## src/verilog/prng_pkg.sv

```systemverilog
package prng_pkg;

  // Width of the LFSR state and of each wipe share.
  localparam int unsigned PrngWidth = 64;

  // The widest entropy beat that the reseed port carries.
  localparam int unsigned EntropyMaxWidth = 32;

  // The two shares of clearing data handed to the consumer.
  typedef struct packed {
    logic [PrngWidth-1:0] share0;
    logic [PrngWidth-1:0] share1;
  } clearing_data_t;

  // One entropy beat. A beat narrower than 32 bits sits in the low bits of data.
  typedef struct packed {
    logic                       ack;
    logic [EntropyMaxWidth-1:0] data;
  } entropy_rsp_t;

  // The seed word is filled in halves by the packer and read whole by the LFSR.
  typedef union packed {
    logic [PrngWidth-1:0]                full;
    logic [1:0][EntropyMaxWidth-1:0]     half;
  } seed_word_u;

  // Reset value of the LFSR state. It must not be zero.
  localparam logic [PrngWidth-1:0] LfsrSeedDefault = 64'h5A3C_96E1_0F87_C2B4;

  // Galois taps for x^64 + x^63 + x^61 + x^60 + 1 with a right-shifting register.
  localparam logic [PrngWidth-1:0] LfsrTaps = 64'hD800_0000_0000_0000;

  // The 4-bit PRINCE S-box.
  function automatic logic [3:0] prince_sbox(input logic [3:0] nibble);
    logic [3:0] res;
    case (nibble)
      4'h0: res = 4'hB;
      4'h1: res = 4'hF;
      4'h2: res = 4'h3;
      4'h3: res = 4'h2;
      4'h4: res = 4'hA;
      4'h5: res = 4'hC;
      4'h6: res = 4'h9;
      4'h7: res = 4'h1;
      4'h8: res = 4'h6;
      4'h9: res = 4'h7;
      4'hA: res = 4'h8;
      4'hB: res = 4'h0;
      4'hC: res = 4'hE;
      4'hD: res = 4'h5;
      4'hE: res = 4'hD;
      4'hF: res = 4'h4;
    endcase
    return res;
  endfunction

  // Output bit i takes input bit (9*i) mod 64. Nine is odd, so every bit is used once.
  function automatic logic [PrngWidth-1:0] state_perm(input logic [PrngWidth-1:0] in_word);
    logic [PrngWidth-1:0] out_word;
    for (int i = 0; i < PrngWidth; i++) begin
      out_word[i] = in_word[(9 * i) % PrngWidth];
    end
    return out_word;
  endfunction

  // Output bit i takes input bit (25*i+7) mod 64.
  function automatic logic [PrngWidth-1:0] share_perm(input logic [PrngWidth-1:0] in_word);
    logic [PrngWidth-1:0] out_word;
    for (int i = 0; i < PrngWidth; i++) begin
      out_word[i] = in_word[(25 * i + 7) % PrngWidth];
    end
    return out_word;
  endfunction

endpackage

```

## src/verilog/prng_ctrl.sv

```systemverilog
`timescale 1ns/1ps

module prng_ctrl #(
  parameter bit SkipReseed = 1'b0
) (
  input  logic                   clk_i,
  input  logic                   rst_ni,
  input  logic                   data_req_i,
  input  logic                   reseed_req_i,
  input  prng_pkg::entropy_rsp_t entropy_i,
  input  logic                   seed_done_i,
  output logic                   data_ack_o,
  output logic                   reseed_ack_o,
  output logic                   entropy_req_o,
  output logic                   beat_o,
  output logic                   lfsr_step_o,
  output logic                   seed_load_o
);

  // Reseeding has priority over data. While a reseed is pending the consumer
  // sees no acknowledge and the LFSR state stays put.
  assign data_ack_o = reseed_req_i ? 1'b0 : data_req_i;

  // Every acknowledged data cycle consumes the current value,
  // so the LFSR advances at the following edge.
  assign lfsr_step_o = data_ack_o;

  // Entropy is requested for as long as the reseed request is up.
  // With reseeding disabled the entropy port is never used.
  assign entropy_req_o = SkipReseed ? 1'b0 : reseed_req_i;

  // A beat is any cycle in which the request is high and the source answers.
  // A low ack simply stalls the packer.
  assign beat_o = entropy_req_o & entropy_i.ack;

  // The packer flags the beat that completes the seed word. That word is
  // loaded into the LFSR at the same edge.
  assign seed_load_o = SkipReseed ? 1'b0 : (beat_o & seed_done_i);

  // The reseed ends with the load. When reseeding is skipped the request
  // is answered straight away and the state is left alone.
  assign reseed_ack_o = SkipReseed ? reseed_req_i : seed_load_o;

  // A step and a load in one cycle would mean the priority logic failed.
  step_load_excl_a: assert property (
    @(posedge clk_i) disable iff (!rst_ni)
    !(lfsr_step_o && seed_load_o)
  ) else $error("LFSR step and seed load asserted together.");

  // With reseeding off no entropy may ever be requested.
  skip_no_entropy_a: assert property (
    @(posedge clk_i) disable iff (!rst_ni)
    SkipReseed |-> !entropy_req_o
  ) else $error("Entropy requested although reseeding is skipped.");

endmodule

```

## src/verilog/entropy_packer.sv

```systemverilog
`timescale 1ns/1ps

module entropy_packer #(
  parameter int unsigned EntropyWidth = 32
) (
  input  logic                   clk_i,
  input  logic                   rst_ni,
  input  logic                   beat_i,
  input  prng_pkg::entropy_rsp_t entropy_i,
  output prng_pkg::seed_word_u   seed_o,
  output logic                   seed_done_o
);

  import prng_pkg::*;

  // Number of beats that make up one seed word.
  localparam int unsigned NumBeats = PrngWidth / EntropyWidth;
  localparam int unsigned CntWidth = (NumBeats > 1) ? $clog2(NumBeats) : 1;
  localparam logic [CntWidth-1:0] LastBeat = CntWidth'(NumBeats - 1);

  logic [CntWidth-1:0] cnt_q;
  seed_word_u          seed_d;
  seed_word_u          seed_q;

  // Place the current beat into the word. The output already includes the
  // beat of this cycle so that the final beat can be loaded without delay.
  if (EntropyWidth == EntropyMaxWidth) begin : gen_halves
    // Two beats, each fills one half of the union.
    always_comb begin
      seed_d = seed_q;
      if (beat_i) begin
        seed_d.half[cnt_q[0]] = entropy_i.data;
      end
    end
  end else begin : gen_slices
    // Narrow beats go into slices of the full word, lowest beat first.
    // Only the low bits of the beat carry data.
    always_comb begin
      seed_d = seed_q;
      if (beat_i) begin
        seed_d.full[cnt_q*EntropyWidth +: EntropyWidth] = entropy_i.data[EntropyWidth-1:0];
      end
    end
  end

  // The beat counter wraps after the last beat, ready for the next reseed.
  always_ff @(posedge clk_i or negedge rst_ni) begin
    if (!rst_ni) begin
      cnt_q <= '0;
    end else if (beat_i) begin
      if (cnt_q == LastBeat) begin
        cnt_q <= '0;
      end else begin
        cnt_q <= cnt_q + 1'b1;
      end
    end
  end

  // Collected beats wait here until the word is complete.
  always_ff @(posedge clk_i) begin
    if (beat_i) begin
      seed_q <= seed_d;
    end
  end

  assign seed_o      = seed_d;
  assign seed_done_o = beat_i && (cnt_q == LastBeat);

  // The beats have to tile the seed word exactly, and no beat is wider
  // than the entropy data field.
  width_ok_a: assert property (
    @(posedge clk_i) disable iff (!rst_ni)
    ((PrngWidth % EntropyWidth) == 0) && (EntropyWidth <= EntropyMaxWidth)
  ) else $error("Unsupported entropy width %0d.", EntropyWidth);

endmodule

```

## src/verilog/clearing_lfsr.sv

```systemverilog
`timescale 1ns/1ps

module clearing_lfsr #(
  parameter logic [prng_pkg::PrngWidth-1:0] LfsrSeed = prng_pkg::LfsrSeedDefault
) (
  input  logic                           clk_i,
  input  logic                           rst_ni,
  input  logic                           step_i,
  input  logic                           load_i,
  input  prng_pkg::seed_word_u           seed_i,
  output logic [prng_pkg::PrngWidth-1:0] state_o
);

  import prng_pkg::*;

  logic [PrngWidth-1:0] state_d;
  logic [PrngWidth-1:0] state_q;
  logic [PrngWidth-1:0] feedback;

  // The bit shifted out at the bottom decides whether the taps are applied.
  assign feedback = state_q[0] ? LfsrTaps : '0;

  // Next state. A load and a step never come together, the load is checked
  // first anyway.
  always_comb begin
    state_d = state_q;
    if (load_i) begin
      state_d = seed_i.full;
    end else if (step_i) begin
      // One Galois step, shift right and fold in the taps.
      state_d = (state_q >> 1) ^ feedback;
    end
  end

  always_ff @(posedge clk_i or negedge rst_ni) begin
    if (!rst_ni) begin
      state_q <= LfsrSeed;
    end else begin
      state_q <= state_d;
    end
  end

  assign state_o = state_q;

  // The all-zero state is a lock-up point of the LFSR. It can only be reached
  // through a bad reset seed or an all-zero entropy word.
  state_nonzero_a: assert property (
    @(posedge clk_i) disable iff (!rst_ni)
    state_q != '0
  ) else $error("LFSR state is zero.");

endmodule

```

## src/verilog/share_mixer.sv

```systemverilog
`timescale 1ns/1ps

module share_mixer (
  input  logic [prng_pkg::PrngWidth-1:0] state_i,
  output prng_pkg::clearing_data_t       data_o
);

  import prng_pkg::*;

  // Number of 4-bit S-box lanes across the word.
  localparam int unsigned NumNibbles = PrngWidth / 4;

  logic [PrngWidth-1:0] perm_in;
  logic [PrngWidth-1:0] sbox_out;
  logic [PrngWidth-1:0] share0;
  logic [PrngWidth-1:0] share1;

  // First permutation spreads neighbouring LFSR bits over different nibbles,
  // so that each S-box sees bits from far apart in the state.
  assign perm_in = state_perm(state_i);

  // Non-linear layer. Every nibble goes through its own PRINCE S-box.
  for (genvar n = 0; n < NumNibbles; n++) begin : gen_sbox
    assign sbox_out[4*n +: 4] = prince_sbox(perm_in[4*n +: 4]);
  end

  // Second permutation mixes the S-box outputs back across the word.
  assign share0 = state_perm(sbox_out);

  // The second share is a fixed reordering of the first one. It is used to
  // clear the other share of masked registers.
  assign share1 = share_perm(share0);

  assign data_o.share0 = share0;
  assign data_o.share1 = share1;

endmodule

```

## src/verilog/prng_clearing_top.sv

```systemverilog
`timescale 1ns/1ps

module prng_clearing_top #(
  parameter int unsigned                    EntropyWidth = 32,
  parameter bit                             SkipReseed   = 1'b0,
  parameter logic [prng_pkg::PrngWidth-1:0] LfsrSeed     = prng_pkg::LfsrSeedDefault
) (
  input  logic                     clk_i,
  input  logic                     rst_ni,

  // Consumer side.
  input  logic                     data_req_i,
  output logic                     data_ack_o,
  output prng_pkg::clearing_data_t data_o,
  input  logic                     reseed_req_i,
  output logic                     reseed_ack_o,

  // Entropy source for reseeding.
  output logic                     entropy_req_o,
  input  prng_pkg::entropy_rsp_t   entropy_i
);

  import prng_pkg::*;

  logic                 beat;
  logic                 seed_done;
  logic                 lfsr_step;
  logic                 seed_load;
  seed_word_u           seed;
  logic [PrngWidth-1:0] lfsr_state;

  // Arbitration and handshakes.
  prng_ctrl #(
    .SkipReseed (SkipReseed)
  ) u_ctrl (
    .clk_i         (clk_i),
    .rst_ni        (rst_ni),
    .data_req_i    (data_req_i),
    .reseed_req_i  (reseed_req_i),
    .entropy_i     (entropy_i),
    .seed_done_i   (seed_done),
    .data_ack_o    (data_ack_o),
    .reseed_ack_o  (reseed_ack_o),
    .entropy_req_o (entropy_req_o),
    .beat_o        (beat),
    .lfsr_step_o   (lfsr_step),
    .seed_load_o   (seed_load)
  );

  // Builds the new seed from entropy beats.
  entropy_packer #(
    .EntropyWidth (EntropyWidth)
  ) u_packer (
    .clk_i       (clk_i),
    .rst_ni      (rst_ni),
    .beat_i      (beat),
    .entropy_i   (entropy_i),
    .seed_o      (seed),
    .seed_done_o (seed_done)
  );

  clearing_lfsr #(
    .LfsrSeed (LfsrSeed)
  ) u_lfsr (
    .clk_i   (clk_i),
    .rst_ni  (rst_ni),
    .step_i  (lfsr_step),
    .load_i  (seed_load),
    .seed_i  (seed),
    .state_o (lfsr_state)
  );

  // Output shares follow the state without a register stage.
  share_mixer u_mixer (
    .state_i (lfsr_state),
    .data_o  (data_o)
  );

endmodule

```

## config.mk

```make
export PLATFORM = sky130hd
export DESIGN_NAME = prng_clearing_top
export DESIGN_NICKNAME = d
export VERILOG_FILES = /design/src/verilog/prng_pkg.sv /design/src/verilog/prng_ctrl.sv /design/src/verilog/entropy_packer.sv /design/src/verilog/clearing_lfsr.sv /design/src/verilog/share_mixer.sv /design/src/verilog/prng_clearing_top.sv
export SDC_FILE = /design/constraint.sdc
export NUM_CORES = 1
export LEC_CHECK = 0
export BUFFER_PORTS_ARGS = -buffer_cell sky130_fd_sc_hd__buf_4
export CAP_MARGIN = 20
export CORE_MARGIN = 3
export CORE_UTILIZATION = 55
export CTS_BUF_LIST = sky130_fd_sc_hd__clkbuf_4 sky130_fd_sc_hd__clkbuf_8
export DETAILED_ROUTE_END_ITERATION = 6
export HOLD_SLACK_MARGIN = 0.12
export PLACE_DENSITY_LB_ADDON = 0.1
export SYNTH_ARGS = -nofsm -noshare
export SYNTH_HDL_FRONTEND = slang
export SYNTH_SLANG_ARGS = --single-unit
export TNS_END_PERCENT = 20
```

## constraint.sdc

```tcl
create_clock -name clk_i -period 4 [get_ports clk_i]
set_clock_uncertainty 0.15 [all_clocks]
set_input_delay 0.2 -clock clk_i [delete_from_list [all_inputs] [get_ports clk_i]]
set_output_delay 0.2 -clock clk_i [all_outputs]
set_load 0.02 [all_outputs]
```

# --- Yosys cells after proc, flatten, opt, wreduce, memory -nomap -nowiden ---
# Memories as Yosys holds them, arrays and structs flattened.
# Index checks and enable logic that the tools add are counted.
totals:
  out_inout_bits: 131
  elab_cells: 37
  memories: 16
  input_bits: 37
  romBits: 1024
  register_bits: 129
op_classes:
  n_bitwise: 3
  order_cmp: 2
  n_mux: 9
  n_addsub: 1
  reduce_logical: 3
memory_table:
  columns: ["memory", "words", "word_bits", "read_ports", "rd_clocked_by_memory_dff", "write_ports", "line", "text"]
  rows:
  - ["(name not given)", 16, 4, 1, 0, 0, "prng_pkg.sv:36", "case (nibble)"]
  - ["(name not given)", 16, 4, 1, 0, 0, "prng_pkg.sv:36", null]
  - ["(name not given)", 16, 4, 1, 0, 0, "prng_pkg.sv:36", null]
  - ["(name not given)", 16, 4, 1, 0, 0, "prng_pkg.sv:36", null]
  - ["(name not given)", 16, 4, 1, 0, 0, "prng_pkg.sv:36", null]
  - ["(name not given)", 16, 4, 1, 0, 0, "prng_pkg.sv:36", null]
  - ["+10 memories", null, null, null, null, null, null, null]
ops:
  columns: ["operator", "n"]
  rows:
  - ["$mux 64", 4]
  - ["$bwmux 64", 1]
  - ["$xor 63x64->64", 1]
  - ["$demux 32 s1", 1]
  - ["$mux 32", 1]
  - ["$and 1x1->1", 2]
  - ["$logic_and 1x1->1", 2]
  - ["$lt 1x2->1 const B", 1]
  - ["$mux 1", 2]
  - ["$reduce_bool 2->1", 1]
  - ["$add 1x1->1 const B", 1]
  - ["$ge 1x1->1 const B", 1]

# --- Logic depth before layout (Yosys ltp) ---
depth:
  depth_word: 7
  ltp_mapped: 7
  depth_no_buf: 4

# --- By module ---
# Synthesis repeated with hierarchy kept, for this count alone.
hier_totals:
  hier_cells: 805
  hier_area_um2: 8742.1
by_module_without_submodules:
  columns: ["mod", "instances", "cells_per_inst", "seq_area_each_um2", "area_each_um2"]
  rows:
  - ["clearing_lfsr", 1, 282, 1640.3, 3036.7]
  - ["entropy_packer", 1, 140, 1946.9, 2891.5]
  - ["share_mixer", 1, 377, 0.0, 2771.4]
  - ["prng_ctrl", 1, 6, 0.0, 42.5]

# --- Worst setup path before layout ---
# No wires, ideal clock.
synth_timing:
  kind: "input to register"
  start: "input port reseed_req_i"
  end: "register u_packer.seed_q[7] in the netlist's numbering (data pin)"
  setup_slack_ps: 1814
  t_arrival_ps: 1774
  setup_time_ps: 262
  required_ps: 3588
  path_stages: 5
  path_buffers: 2
  cell_sequence: "and2_1 -> nand2b_1 -> clkbuf_2 -> buf_4 -> mux2_1"
synth_rtl:
  columns: ["element", "line", "text"]
  rows:
  - ["start, declared", "prng_clearing_top.sv:15", "input logic reseed_req_i,"]
  - ["end signal, assigned", "entropy_packer.sv:62", "seed_q <= seed_d;"]
  - ["end, declared", "entropy_packer.sv:23", "seed_word_u seed_q;"]

==> reports/metrics.cfg <==
[placement]
portBuffers=167
place_congestion=0.827
place_ws_ns=1.84
dpl_cell_area_um2=7750
dp_hpwl_um=12600

[routing]
drtIter0Drc=338
drtPass1Iterations=6
wl_met1_um=7740
vias_per_cell=5.77
drt_wl_total_um=17700
wl_per_cell_um=18.5
vias=5526
drcViolationCount=0
wl_met2_um=8410
dr.max_layer_used=met4
ant_nets=0
wl_met3_um=1410

[critical_path]
cp-start-kind=flip-flop
crit_family=flip-flops
ff2ff_path_depth=4
endpoint_kind=primary output
cp_slowest_cell=dfrtp_1
r2r-end=u_lfsr.state_o[20]$_DFFE_PN0P_
crit_fanout=7
cp.required_ns=3.65
crit_buf_inv=2
crit_arrival_ns=2.08
critPathKind=reg -> out
r2r-start=u_packer.cnt_q$_DFFE_PN0N_
critPathMaxStageDelay_ns=0.58
cp_cell_sequence=inv_1 > ha_1 > mux4_2 > buf_4
r2r_setup_slack_ns=1.81

[global_route]
grt_max_degree=95
grt_pass1_vias=5274
antenna_found_initial=0
grt_pass1_wl_um=28300
overflow=0
track_usage_pct=24.5

[pwr]
total_leakage_power_uw=0.00365
peakVddDrop_uv=642
power.density_nw_per_um2=963

[die]
initial_utilization_pct=57.7
die_area_um2=14300
io_pins=168
die_h_um=120
core_area_um2=12300
fp.dieW_um=120
rows=40

[timing]
hold_violations=0
worst_pin_slew_ns=0.850
fin_tns_setup_ns=0
fmax_mhz=411
rsz0062_at_grt=false
max_slew_margin_pct=43.3
worst_slack_ns=1.57
setup_viol=0
timing.hold.ws_ns=0.243
maxSlewViolCount=0
post-route-min-period_ns=2.43
fin_crit_sh_pct=60.8

[yosys]
syn_nets=809
synth_seq_area_share_pct=37.0
ys_types=30
syn-cell-area_um2=7100
synth_area_per_cell_um2=10.1
ys_seq_elements=97
synth_warnings=0
syn_inst=700

[clocking]
cts_resized=0
clk_pin_slew_ns=0.09
clock-root-buffer=clkbuf_8
cts_setup_buffers=0
clk_latency_ns=0.36
cts_tree=done
cts_inserted_buffers=9
cts_num_sinks=97
cts_buffer_depth=2
htreeDepth=3

[cells_and_area]
diodes=0
fin_area_um2=8300
multi_input_area_um2=3440
nFillCells=989
layout-drive-gt1-share_pct=34.2
area_growth_pct=16.9
final_util_pct=67.4
nNetsFinal=894
register_area_um2=2630

[min_path]
worstHoldEndpoint=u_lfsr.state_o[26]$_DFFE_PN1P_
worstHoldStart=data_req_i
hold_depth=5
worstHoldPathType=in -> reg

[flow_run]
max-cap-violations=0

[status]
status=finished, final reports clean

## synth_stat cells
library cell	count	area (um^2)
a211oi_1	6	45.0
a21o_1	6	45.0
a21oi_1	22	110
a221o_1	40	400
a22oi_1	30	225
and2_1	1	6.26
and3_1	1	6.26
buf_2	22	110
buf_4	76	571
buf_6	6	67.6
clkbuf_1	26	97.6
clkbuf_2	1	5.00
clkinv_4	1	8.76
dfrtp_1	34	851
dfstp_2	31	815
edfxtp_1	32	961
ha_1	72	901
inv_1	48	180
mux2_1	1	11.3
mux2_2	41	462
mux2i_1	16	160
mux4_2	10	225
nand2_1	56	210
nand2b_1	2	12.5
nor2_1	28	105
nor3_1	37	185
o21ai_0	40	200
o22a_1	10	87.6
xnor2_1	3	26.3
xor2_1	1	8.76
## sequential cells by signal, indices dropped and copies added, names as in the netlist
register	count
u_packer.cnt_q	1
u_lfsr.state_o	64
u_packer.seed_q	32
## report_power, final
part / leakage (uW) / internal (uW) / switching (uW)
Clock: 0.000110 / 370 / 321
Combinational: 0.00249 / 2310 / 2790
Sequential: 0.00105 / 1470 / 729
## through the flow
step / cells / total power, uW
4_1_cts: 958 / 8020
5_1_grt: 958 / 8510
6_report: 958 / 8000
3_3_place_gp: 909 / 7140
3_5_place_dp: 909 / 7280
2_1_floorplan: 700 / 5900
## layer usage
metal  global-route usage, %  vias up
li1                        -     2570
met2                    40.4      230
met4                    3.87        0
met1                    33.4     2711
met3                    6.50       15
met5                       0        -
## cells in the final DEF (no fill, tap or decap)
cell type,synthesis,layout
mux2_2,41,41
a21o_1,6,6
mux2_1,1,1
ha_1,72,72
o22a_1,10,10
mux2i_1,16,16
and2_1,1,1
clkinv_4,1,1
dlygate4sd3_1,0,33
nand2b_1,2,2
o21ai_0,40,40
a21oi_1,22,22
and3_4,0,1
nor2_1,28,28
nor3_1,37,37
clkbuf_8,0,9
a211oi_1,6,6
xnor2_1,3,3
edfxtp_1,32,32
dfstp_2,31,31
buf_4,76,172
xor2_1,1,1
a22oi_1,30,30
clkinv_1,0,2
dfrtp_1,34,34
bufinv_16,0,2
a221o_1,40,40
clkbuf_4,0,3
nand2_1,56,56
inv_1,48,48
mux4_2,10,10
## worst max-delay path by stage
stage / startpoint / end / slack [ns] / depth (start not counted)
2_1_floorplan: reseed_req_i / u_packer.seed_q[7]$_DFFE_PN_ / 1.81 / 5
3_3_place_gp: reseed_req_i / u_lfsr.state_o[20]$_DFFE_PN0P_ / 1.86 / 6
3_5_place_dp: reseed_req_i / u_lfsr.state_o[56]$_DFFE_PN0P_ / 1.84 / 6
4_1_cts: u_lfsr.state_o[0]$_DFFE_PN0P_ / data_o[33] / 1.56 / 4
5_1_grt: u_lfsr.state_o[0]$_DFFE_PN0P_ / data_o[64] / 1.51 / 4
6_report: u_lfsr.state_o[0]$_DFFE_PN0P_ / data_o[64] / 1.57 / 4
## timing repair
item                                    in CTS  in global routing
hold endpoints to repair                    98                  0
endpoints found under the setup margin       0                  0
hold buffers                                33                  0
## cells by family (layout without fill, tap and decap cells)
| group | count (synthesis) | after routing | synth area share (%) |
|---|---|---|---|
| compound gates | 154 | 154 | 15.7 |
| xor+xnor | 4 | 4 | 0.494 |
| fa+ha+maj | 72 | 72 | 12.7 |
| buf+inv | 180 | 270 | 14.6 |
| flops | 97 | 97 | 37.0 |
| mux | 68 | 68 | 12.1 |
| simple gates | 125 | 125 | 7.40 |
## worst min-delay path: stages
cell and delay, ns:
buf_4 0.08, nand2b_1 0.05, buf_4 0.25, nand2_1 0.11, o21ai_0 0.06
## layout make-up
class	count	area share, %
multi-input combinational	423	41.4
sequential	97	31.6
timing repair buffer	205	19.5
tap	168	2.53
inverter	49	2.28
clock buffer	12	1.76
clock inverter	4	0.814
Note: power is estimated with default switching activity, not from simulation.
